## src/rtl/lenet_pkg.sv

```systemverilog
`default_nettype none

package lenet_pkg;

    // Unsigned input or output pixel
    typedef logic [7:0] pixel_t;

    // Unsigned kernel weight
    typedef logic [7:0] weight_t;

    // Approximate multiplier result
    typedef logic [15:0] product_t;

    // Window sum, also holds the sum with bias
    // 25 full products plus a bias still fit with room to spare
    typedef logic signed [23:0] acc_t;

    // Signed bias
    typedef logic signed [15:0] bias_t;

endpackage

`default_nettype wire

```

## src/rtl/lenet_approx_mul.sv

```systemverilog
`timescale 1ns/100ps
`default_nettype none

module lenet_approx_mul import lenet_pkg::*; (
    input  wire pixel_t   x,
    input  wire weight_t  y,
    output product_t      z
);

    // One partial-product row per multiplier bit
    logic [7:0] pp [8];

    // Sparse term vectors that stand in for rows 0 to 5
    logic [12:0] s1;
    logic [12:0] s2;
    logic [12:0] s3;
    logic [12:0] s4;
    logic [12:0] s5;
    logic [12:0] s6;

    always_comb begin
        for (int i = 0; i < 8; i++) begin
            pp[i] = y & {8{x[i]}};
        end
    end

    always_comb begin
        s1 = '0;
        s1[2]  = pp[0][1] ^ pp[1][0];
        s1[4]  = pp[2][1] | pp[3][0];
        s1[5]  = pp[4][1] ^ pp[5][0];
        s1[6]  = pp[0][5] | pp[1][4];
        s1[7]  = pp[0][7] ^ pp[1][6];
        s1[8]  = pp[1][7];
        s1[9]  = pp[2][7] & pp[3][6];
        s1[10] = pp[3][7];
        s1[11] = pp[4][7] & pp[5][6];
        s1[12] = pp[5][7];
    end

    always_comb begin
        s2 = '0;
        s2[2]  = pp[0][2] | pp[1][1];
        s2[7]  = pp[2][4] | pp[3][3];
        s2[8]  = pp[2][5] & pp[3][4];
        s2[9]  = pp[2][7] | pp[3][6];
        s2[10] = pp[4][5] & pp[5][4];
        s2[11] = pp[4][7] | pp[5][6];
    end

    always_comb begin
        s3 = '0;
        s3[7]  = pp[4][3] | pp[5][2];
        s3[8]  = pp[2][5] | pp[3][4];
        s3[9]  = pp[4][5] ^ pp[5][4];
        s3[10] = pp[4][6] & pp[5][5];
    end

    // Only a handful of terms left in the last three vectors
    always_comb begin
        s4 = '0;
        s5 = '0;
        s6 = '0;
        s4[8]  = pp[2][6] & pp[3][5];
        s4[10] = pp[4][6] | pp[5][5];
        s5[8]  = pp[2][6] ^ pp[3][5];
        s6[8]  = pp[4][4] | pp[5][3];
    end

    // Rows 6 and 7 are exact
    assign z = product_t'({pp[6], 6'b0})
             + product_t'({pp[7], 7'b0})
             + product_t'(s1)
             + product_t'(s2)
             + product_t'(s3)
             + product_t'(s4)
             + product_t'(s5)
             + product_t'(s6);

endmodule

`default_nettype wire

```

## src/rtl/lenet_weight_bank.sv

```systemverilog
`timescale 1ns/100ps
`default_nettype none

module lenet_weight_bank import lenet_pkg::*; #(
    parameter  int TAPS  = 25,
    localparam int IDX_W = (TAPS > 1) ? $clog2(TAPS) : 1
) (
    input  wire              clk,
    input  wire              rst,
    input  wire              wt_we,
    input  wire [IDX_W-1:0]  wt_addr,
    input  wire weight_t     wt_data,
    input  wire              bias_we,
    input  wire bias_t       bias_data,
    input  wire [IDX_W-1:0]  rd_addr,
    output weight_t          rd_weight,
    output bias_t            bias
);

    weight_t weights [TAPS];

    always_ff @(posedge clk) begin
        if (rst) begin
            for (int i = 0; i < TAPS; i++) begin
                weights[i] <= '0;
            end
        end else if (wt_we && (wt_addr < TAPS)) begin
            weights[wt_addr] <= wt_data;
        end
    end

    always_ff @(posedge clk) begin
        if (rst) begin
            bias <= '0;
        end else if (bias_we) begin
            bias <= bias_data;
        end
    end

    // Combinational read, out-of-range index reads as zero
    always_comb begin
        if (rd_addr < TAPS) begin
            rd_weight = weights[rd_addr];
        end else begin
            rd_weight = '0;
        end
    end

endmodule

`default_nettype wire

```

## src/rtl/lenet_tap_feed.sv

```systemverilog
`timescale 1ns/100ps
`default_nettype none

module lenet_tap_feed import lenet_pkg::*; #(
    parameter  int TAPS  = 25,
    localparam int IDX_W = (TAPS > 1) ? $clog2(TAPS) : 1
) (
    input  wire              clk,
    input  wire              rst,
    input  wire              pix_valid,
    input  wire pixel_t      pix_data,
    output logic [IDX_W-1:0] rd_addr,
    input  wire weight_t     rd_weight,
    output logic             tap_valid,
    output pixel_t           tap_pixel,
    output weight_t          tap_weight,
    output logic             tap_first,
    output logic             tap_last
);

    localparam logic [IDX_W-1:0] LAST_TAP = IDX_W'(TAPS - 1);

    // Position of the next pixel inside its window
    logic [IDX_W-1:0] tap_cnt;

    always_ff @(posedge clk) begin
        if (rst) begin
            tap_cnt <= '0;
        end else if (pix_valid) begin
            if (tap_cnt == LAST_TAP) begin
                tap_cnt <= '0;
            end else begin
                tap_cnt <= tap_cnt + 1'b1;
            end
        end
    end

    // Weight comes back in the same cycle
    assign rd_addr = tap_cnt;

    always_ff @(posedge clk) begin
        if (rst) begin
            tap_valid <= 1'b0;
            tap_first <= 1'b0;
            tap_last  <= 1'b0;
        end else begin
            tap_valid <= pix_valid;
            tap_first <= pix_valid && (tap_cnt == '0);
            tap_last  <= pix_valid && (tap_cnt == LAST_TAP);
        end
    end

    always_ff @(posedge clk) begin
        if (pix_valid) begin
            tap_pixel  <= pix_data;
            tap_weight <= rd_weight;
        end
    end

endmodule

`default_nettype wire

```

## src/rtl/lenet_mac.sv

```systemverilog
`timescale 1ns/100ps
`default_nettype none

module lenet_mac import lenet_pkg::*; (
    input  wire          clk,
    input  wire          rst,
    input  wire          tap_valid,
    input  wire pixel_t  tap_pixel,
    input  wire weight_t tap_weight,
    input  wire          tap_first,
    input  wire          tap_last,
    output logic         sum_valid,
    output acc_t         sum
);

    product_t mul_z;

    // Stage one
    logic     prod_valid;
    logic     prod_first;
    logic     prod_last;
    product_t prod;

    // Stage two
    acc_t acc;
    acc_t prod_ext;

    lenet_approx_mul u_mul (
        .x (tap_pixel),
        .y (tap_weight),
        .z (mul_z)
    );

    always_ff @(posedge clk) begin
        if (rst) begin
            prod_valid <= 1'b0;
            prod_first <= 1'b0;
            prod_last  <= 1'b0;
        end else begin
            prod_valid <= tap_valid;
            prod_first <= tap_valid && tap_first;
            prod_last  <= tap_valid && tap_last;
        end
    end

    always_ff @(posedge clk) begin
        if (tap_valid) begin
            prod <= mul_z;
        end
    end

    // Products are unsigned, zero-extend into the signed sum
    assign prod_ext = acc_t'({8'b0, prod});

    // First tap reloads, so a new window needs no bubble
    always_ff @(posedge clk) begin
        if (prod_valid) begin
            if (prod_first) begin
                acc <= prod_ext;
            end else begin
                acc <= acc + prod_ext;
            end
        end
    end

    always_ff @(posedge clk) begin
        if (rst) begin
            sum_valid <= 1'b0;
        end else begin
            sum_valid <= prod_valid && prod_last;
        end
    end

    assign sum = acc;

endmodule

`default_nettype wire

```

## src/rtl/lenet_activation.sv

```systemverilog
`timescale 1ns/100ps
`default_nettype none

module lenet_activation import lenet_pkg::*; #(
    parameter int SHIFT = 8
) (
    input  wire        clk,
    input  wire        rst,
    input  wire        sum_valid,
    input  wire acc_t  sum,
    input  wire bias_t bias,
    output logic       out_valid,
    output pixel_t     out_pixel
);

    acc_t        biased;
    acc_t        relu;
    logic [23:0] shifted;
    pixel_t      sat;

    always_comb begin
        biased = sum + acc_t'(bias);

        // ReLU
        if (biased < 0) begin
            relu = '0;
        end else begin
            relu = biased;
        end

        // Value is non-negative here, a logical shift is enough
        shifted = unsigned'(relu) >> SHIFT;

        if (shifted > 24'd255) begin
            sat = 8'hff;
        end else begin
            sat = shifted[7:0];
        end
    end

    always_ff @(posedge clk) begin
        if (rst) begin
            out_valid <= 1'b0;
        end else begin
            out_valid <= sum_valid;
        end
    end

    always_ff @(posedge clk) begin
        if (sum_valid) begin
            out_pixel <= sat;
        end
    end

endmodule

`default_nettype wire

```

## src/rtl/lenet_conv_unit.sv

```systemverilog
`timescale 1ns/100ps
`default_nettype none

module lenet_conv_unit import lenet_pkg::*; #(
    parameter  int TAPS  = 25,
    parameter  int SHIFT = 8,
    localparam int IDX_W = (TAPS > 1) ? $clog2(TAPS) : 1
) (
    input  wire              clk,
    input  wire              rst,
    input  wire              wt_we,
    input  wire [IDX_W-1:0]  wt_addr,
    input  wire weight_t     wt_data,
    input  wire              bias_we,
    input  wire bias_t       bias_data,
    input  wire              pix_valid,
    input  wire pixel_t      pix_data,
    output logic             out_valid,
    output pixel_t           out_pixel
);

    logic [IDX_W-1:0] rd_addr;
    weight_t          rd_weight;
    bias_t            bias;

    logic    tap_valid;
    pixel_t  tap_pixel;
    weight_t tap_weight;
    logic    tap_first;
    logic    tap_last;

    logic sum_valid;
    acc_t sum;

    lenet_weight_bank #(
        .TAPS (TAPS)
    ) u_bank (
        .clk       (clk),
        .rst       (rst),
        .wt_we     (wt_we),
        .wt_addr   (wt_addr),
        .wt_data   (wt_data),
        .bias_we   (bias_we),
        .bias_data (bias_data),
        .rd_addr   (rd_addr),
        .rd_weight (rd_weight),
        .bias      (bias)
    );

    lenet_tap_feed #(
        .TAPS (TAPS)
    ) u_feed (
        .clk        (clk),
        .rst        (rst),
        .pix_valid  (pix_valid),
        .pix_data   (pix_data),
        .rd_addr    (rd_addr),
        .rd_weight  (rd_weight),
        .tap_valid  (tap_valid),
        .tap_pixel  (tap_pixel),
        .tap_weight (tap_weight),
        .tap_first  (tap_first),
        .tap_last   (tap_last)
    );

    lenet_mac u_mac (
        .clk        (clk),
        .rst        (rst),
        .tap_valid  (tap_valid),
        .tap_pixel  (tap_pixel),
        .tap_weight (tap_weight),
        .tap_first  (tap_first),
        .tap_last   (tap_last),
        .sum_valid  (sum_valid),
        .sum        (sum)
    );

    lenet_activation #(
        .SHIFT (SHIFT)
    ) u_act (
        .clk       (clk),
        .rst       (rst),
        .sum_valid (sum_valid),
        .sum       (sum),
        .bias      (bias),
        .out_valid (out_valid),
        .out_pixel (out_pixel)
    );

endmodule

`default_nettype wire

```

## config.mk

```make
export PLATFORM = sky130hd
export DESIGN_NAME = lenet_conv_unit
export DESIGN_NICKNAME = d
export VERILOG_FILES = /design/src/rtl/lenet_pkg.sv /design/src/rtl/lenet_approx_mul.sv /design/src/rtl/lenet_weight_bank.sv /design/src/rtl/lenet_tap_feed.sv /design/src/rtl/lenet_mac.sv /design/src/rtl/lenet_activation.sv /design/src/rtl/lenet_conv_unit.sv
export SDC_FILE = /design/constraint.sdc
export NUM_CORES = 1
export LEC_CHECK = 0
export ABC_AREA = 0
export BUFFER_PORTS_ARGS = -buffer_cell sky130_fd_sc_hd__buf_2
export CAP_MARGIN = 20
export CORE_MARGIN = 2
export CORE_UTILIZATION = 57
export DETAILED_ROUTE_END_ITERATION = 10
export GPL_TIMING_DRIVEN = 0
export PLACE_DENSITY = 0.77
export SYNTH_ARGS = -nofsm -noshare
export SYNTH_HDL_FRONTEND = slang
export SYNTH_SLANG_ARGS = --single-unit
```

## constraint.sdc

```tcl
create_clock -name clk -period 3.9 [get_ports clk]
set_input_delay 0.585 -clock clk [delete_from_list [all_inputs] [get_ports clk]]
set_output_delay 0.585 -clock clk [all_outputs]
set_load 0.01 [all_outputs]
```

# Word level (Yosys, flattened, before mapping)
# Memory sizes are Yosys's and may differ from the RTL's. A register that Yosys moved wholly into a read port is not among the register bits.
# Index checks and enable logic that the tools add are counted.
dict set report classes {
  addsub 10
  n_lt_le_gt_ge 4
  eq_ne 1
  muxes 11
  bitwise 29
  reduce_logical 9
}
# cell n
set ops {}
lappend ops {{8-bit bitwise AND} 8}
lappend ops {{16-bit by 11-bit adder with 16-bit output} 2}
lappend ops {{16-bit by 9-bit adder with 16-bit output} 2}
lappend ops {{24-bit by 16-bit adder with 24-bit output} 1}
lappend ops {{24-bit by 17-bit adder with 24-bit output} 1}
lappend ops {{24-bit by 1-bit < comparator with 1-bit output, second input constant} 1}
lappend ops {{24-bit 2-to-1 mux} 1}
lappend ops {{14-bit by 15-bit adder with 16-bit output} 1}
lappend ops {{16-bit by 12-bit adder with 16-bit output} 1}
lappend ops {{16-bit by 13-bit adder with 16-bit output} 1}
lappend ops {{16-bit by 8-bit greater-than comparator with 1-bit output, second input constant} 1}
lappend ops {{16-bit 2-to-1 mux} 1}
lappend ops {{5-bit < comparator, second input constant} 2}
lappend ops {{5-bit 2-to-1 mux} 2}
lappend ops {{1-bit bitwise OR} 10}
lappend ops {{8-bit 2-to-1 mux} 1}
lappend ops {{8-bit OR reduction} 1}
lappend ops {{1-bit bitwise AND} 6}
lappend ops {{1-bit logical AND} 6}
lappend ops {{1-bit 2-to-1 mux} 6}
lappend ops {{5-bit by 1-bit adder with 5-bit output, second input constant} 1}
lappend ops {{5-bit == test, second input constant} 1}
lappend ops {{5-bit logical NOT} 1}
lappend ops {{1-bit bitwise XOR} 5}
lappend ops {{1-bit logical NOT} 1}
dict set report totals {
  regBits 85
  ram_bits 200
  output_inout_bits 9
  mem_count 1
}
# memory depth width read_ports rd_clocked_by_memory_dff write_ports line
set memory_table {}
lappend memory_table {u_bank.weights 25 8 1 1 25 lenet_weight_bank.sv:20} ;# weight_t weights [TAPS];

# Longest topological paths before layout
dict set report depth {
  ltp_word 8
  depth_mapped 17
  mapped_depth_nobuf 16
}

# Cells and area by module
# A second synthesis with hierarchy kept.
dict set report unflattened {
  cells_unflattened 1318
  hier_area_um2 15862.7
}
# module instances cells_per_inst area_per_inst_um2 seq_area_each_um2
set by_module_without_submodules {}
lappend by_module_without_submodules {lenet_weight_bank 1 761 9993.3 6326.1}
lappend by_module_without_submodules {lenet_mac 1 246 2635.0 1281.2}
lappend by_module_without_submodules {lenet_activation 1 141 1278.7 260.2}
lappend by_module_without_submodules {lenet_approx_mul 1 121 1154.9 0.0}
lappend by_module_without_submodules {lenet_tap_feed 1 49 800.8 640.6}

# Worst setup path after synthesis
# No wires, ideal clock.
dict set report synth_path {
  kind {register -> register}
  from {register u_feed.tap_weight[5], read port of u_bank.weights}
  to {register u_mac.prod[14], data pin}
  setup_ns 0.258
  arrival_ns 3.549
  required_ns 3.642
  slack_ns 0.094
  stages_incl_launch_ff 16
  cell_sequence {edfxtp_1 > and2_1 > ha_1 > fa_1 > fa_1 > inv_1 > fa_1 > inv_1 > ha_1 > ha_1 > inv_1 > fa_1 > inv_1 > a21o_1 > a21oi_1 > xnor2_1}
}
dict set report synth_between {
  elab_chain_len 8
  word_cells_on_any_way 23
  classes_between {7 x add/sub; 16 x bitwise}
}
# item line
set synth_lines {}
lappend synth_lines {{from (decl)} lenet_tap_feed.sv:16} ;# output weight_t tap_weight,
lappend synth_lines {{8-bit bitwise AND} lenet_approx_mul.sv:23} ;# pp[i] = y & {8{x[i]}};
lappend synth_lines {{14-bit by 15-bit adder with 16-bit output / 1-bit bitwise OR (equally long branches)} {lenet_approx_mul.sv:72, lenet_approx_mul.sv:32}}
lappend synth_lines {{16-bit by 13-bit adder with 16-bit output} lenet_approx_mul.sv:73} ;# + product_t'(s1)
lappend synth_lines {{16-bit by 12-bit adder with 16-bit output} lenet_approx_mul.sv:74} ;# + product_t'(s2)
lappend synth_lines {{16-bit by 11-bit adder with 16-bit output} lenet_approx_mul.sv:75} ;# + product_t'(s3)
lappend synth_lines {{16-bit by 11-bit adder with 16-bit output} lenet_approx_mul.sv:76} ;# + product_t'(s4)
lappend synth_lines {{16-bit by 9-bit adder with 16-bit output (*)} lenet_approx_mul.sv:77} ;# + product_t'(s5)
lappend synth_lines {{16-bit by 9-bit adder with 16-bit output (*)} lenet_approx_mul.sv:78} ;# + product_t'(s6);
lappend synth_lines {{via u_mac.mul_z[14]} lenet_mac.sv:16} ;# product_t mul_z;
lappend synth_lines {{to (signal assigned)} lenet_mac.sv:48} ;# prod <= mul_z;
lappend synth_lines {{to (decl)} lenet_mac.sv:22} ;# product_t prod;
# Mark *: on every way through the listed nets, which the timed path passes. The rest lies on a longest branch.
# A chain may end at the register's enable or synchronous reset.

# Worst setup path in the final report
dict set report layout_path {
  from {register u_feed.tap_weight[6], read port of u_bank.weights}
  to {register u_mac.prod[14], data pin}
}
dict set report layout_between {
  elab_chain_len 8
  word_cells_on_any_way 23
  classes_between {7 x add/sub; 16 x bitwise}
}
# item line
set layout_lines {}
lappend layout_lines {{8-bit bitwise AND} lenet_approx_mul.sv:23}
lappend layout_lines {{14-bit by 15-bit adder with 16-bit output (tied with other cells)} lenet_approx_mul.sv:72} ;# + product_t'({pp[7], 7'b0})
lappend layout_lines {{16-bit by 13-bit adder with 16-bit output} lenet_approx_mul.sv:73}
lappend layout_lines {{16-bit by 12-bit adder with 16-bit output} lenet_approx_mul.sv:74}
lappend layout_lines {{16-bit by 11-bit adder with 16-bit output} lenet_approx_mul.sv:75}
lappend layout_lines {{16-bit by 11-bit adder with 16-bit output} lenet_approx_mul.sv:76}
lappend layout_lines {{16-bit by 9-bit adder with 16-bit output (*)} lenet_approx_mul.sv:77}
lappend layout_lines {{16-bit by 9-bit adder with 16-bit output (*)} lenet_approx_mul.sv:78}
lappend layout_lines {{via u_mac.mul_z[14]} lenet_mac.sv:16}
# Marked as above.

==> run metrics <==
die height 177.8 um; I/O Buffers 44; clock sinks between 300 and 400; switch share 0.2656; Post-Synthesis Cells 1218; Final TNS setup 0 ps; Slew Limit Fails 0; DR iter-0 viols 712; clock-pin slew on the worst setup and hold paths 60 ps; Longest Clk Path Bufs 3; overall routed net length ~37 mm; DRT Pass-1 Iters 7; Power Total approximately 9800 uW; n_diodes 0; Buf+Inv Stages, Crit Path 3; largest net degree at the start of global routing 24; Final Hold Viols 0; DIE WIDTH around 180 um; Gate power share 0.198; most used cell, CP fa_2; slowest stage delay, CP approximately 530 ps; CTS buffer count 36; share of the synthesized area in the top cell type 0.5514; total gr overflow 0; cell area after placement 18120 um2; Crit Path Max Fanout 4; Starting Density 0.5791; area leader, netlist edfxtp_1; die area ~32000 um2; Worst Max-Slew Pin Slew 965.5 ps; root buffer cell clkbuf_16; DP HPWL 25.87 mm; clk_skew ~30 ps; P_int 7175 uW; status finished, final reports clean; Top FF cell, synth edfxtp_1; initial antenna violation count 0; relative slew slack 0.3563; Power Dens Cells 499.3 nW/um2; Seq cells post-synth 343; pre-CTS setup slack -191.1 ps; Top delay family on crit path adder cells; CTS tree yes; DRT antenna net count 0; row count 63; Cell Area, Synth between 15000 and 20000 um2; fin util 0.6585; # DRC 0; drt wl/cell 20.83 um; Hold/Removal Path Class input port to flip-flop; Post-synth ARST share 0; DR vias 10200; Final Cell Area 19570 um2; clock share of power 0.342; critical-path cell list buf_6 > and2_4 > ha_4 > fa_1 > fa_1 > fa_2 > fa_2 > ha_4 > inv_2 > fa_2 > inv_2 > a21o_1 > a21oi_2 > xnor2_1; register area share after synthesis 0.5828; CTS H-Tree Depth 2; synth unique cells 63; Startpoint Class flip-flop; register share of total power 0.460; gpl congestion 0.8782; Arrival @ worst endpoint just over 4000 ps; Clock Latency Late Sink 540 ps; Final min period about 3800 ps; CP required 4190 ps; top cells by area, synth edfxtp_1 55%, mux4_2 10%, and2_1 8.1%; Core Region 29720 um2; # setup viols final 0; Sw Pwr 2595 uW; slack of the critical path around 130 ps; maximum vdd ir drop 0.4060 mV; RSZ-0062 raised after global routing true; CP Capture Type flip-flop; max-cap viol count 0; via density per instance 5.703; Total GRT Usage 0.2447; syn avg cell area between 10 and 15 um2; P&R area growth vs syn 13.72%; first-pass GRT wire length 57.32 mm; critical path start-end classification flip-flop to flip-flop; max frequency 0.2653 GHz; fin nets between 1000 and 1500; crit path max-delay cell type fa_1; number of flops mapped to enable cells by yosys around 320; Tcrit/Tclk final 0.9666; Yosys warning count 0; LEAKAGE 0.007195 uW; num ports 51; vias in the first global route between 10000 and 15000; share of cells above drive strength 1 0.1866
synth_stat cells, types with 6 or more instances:
master,n
dfxtp_1,27
a21oi_1,26
a22o_1,7
ha_1,57
nand3_1,10
mux4_2,80
xnor2_1,21
edfxtp_1,316
or2_2,27
nor3_1,9
mux2i_1,25
a31oi_1,13
or3_1,7
nand3b_1,6
o21a_1,7
clkbuf_1,47
nand2_1,42
o21ai_0,24
nand2b_1,6
a21o_1,8
and2_1,224
nor2b_1,7
fa_1,22
buf_1,6
inv_1,35
nor2_1,83
xor2_1,17
stage by stage:
step           std cells  hold WS [ps]
3_3_place_gp        1707         409.2
5_1_grt             1789         228.5
4_1_cts             1780         226.4
6_report            1789         245.3
2_1_floorplan       1273         395.2
3_5_place_dp        1707         411.5
state kept, by name (all words and copies together) (netlist names), 5 cells and up:
name               count
u_bank.bias           14
u_mac.sum             22
u_mac.prod            14
u_bank.weights       256
u_feed.tap_weight      8
u_act.out_pixel        8
u_feed.rd_addr         5
u_feed.tap_pixel       8
layout make-up:
type,instances,area (um2)
tap,390,488.0
clock inverter,14,115.1
multi-input combinational,839,7146
buffer,54,212.7
clock buffer,50,1049
inverter,35,131.4
sequential,343,10030
timing repair buffer,64,399.1
fill,2103,10150
worst reg2reg max path: stages (launching register included):
cell	delay, ps
edfxtp_1	450
buf_6	160
and2_4	160
ha_4	150
fa_1	530
fa_1	440
fa_2	360
fa_2	420
ha_4	180
inv_2	50
fa_2	220
inv_2	30
a21o_1	170
a21oi_2	140
xnor2_1	80
cells in the final DEF, fill, tap and decap left out, types with 17 or more instances in the layout:
cell type  instances
o21ai_0           24
xnor2_1           21
clkbuf_1          54
or2_2             27
nor2_1            83
mux4_2            80
inv_1             31
edfxtp_1         316
buf_2             47
and2_1           219
nand2_1           42
conb_1            56
a21oi_1           23
clkbuf_16         40
mux2i_1           25
dfxtp_1           27
fa_1              17
xor2_1            17
ha_1              51
routing by layer:
metal	vias to the layer above	track usage	part of all wire
li1	4749	-	-
met3	80	0.04520	0.069
met5	-	0	0
met4	0	0.09392	0.036
met2	355	0.4239	0.51
met1	5019	0.3063	0.38
repair_timing:
item / in CTS / in global routing
resized for setup: 6 / 25
hold buffers: 0 / 0
pin swaps: 4 / 25
buffers inserted: 11 / 5
setup endpoints to repair: 2 / 2
path summary, 6_finish.rpt:
check | startpoint | to | slack (ps) | cells after the start
max | u_feed.tap_weight[6] | u_mac.prod[14] | 130 | 14
min | pix_data[3] | u_feed.tap_pixel[3] | 250 | 1
max reg2reg | u_feed.tap_weight[6] | u_mac.prod[14] | 130 | 14
min reg2reg | u_mac.prod_last | u_mac.sum_valid | 420 | 2
power by group through the flow:
| stage | logic [uW] | registers [uW] | clock network, uW |
|---|---|---|---|
| CTS | 1810 | 4490 | 3370 |
| global placement | 1700 | 4560 | 0 |
| finish | 1940 | 4490 | 3340 |
| global route | 2170 | 4510 | 3510 |
| detailed placement | 1760 | 4570 | 0 |
| floorplan | 1330 | 4510 | 0 |
cells by family after synthesis:
logic type,Yosys count,share of synthesized area
DFF,343,0.5828
adders and majority gates,79,0.06703
xor gates and xnor gates,38,0.01934
and+or+nand+nor,441,0.1434
buffers and inverters,91,0.02043
muxes,108,0.1212
other,1,0.0002179
AOI/OAI and AO/OA,117,0.04559
Power figures use the tool's default switching activity.
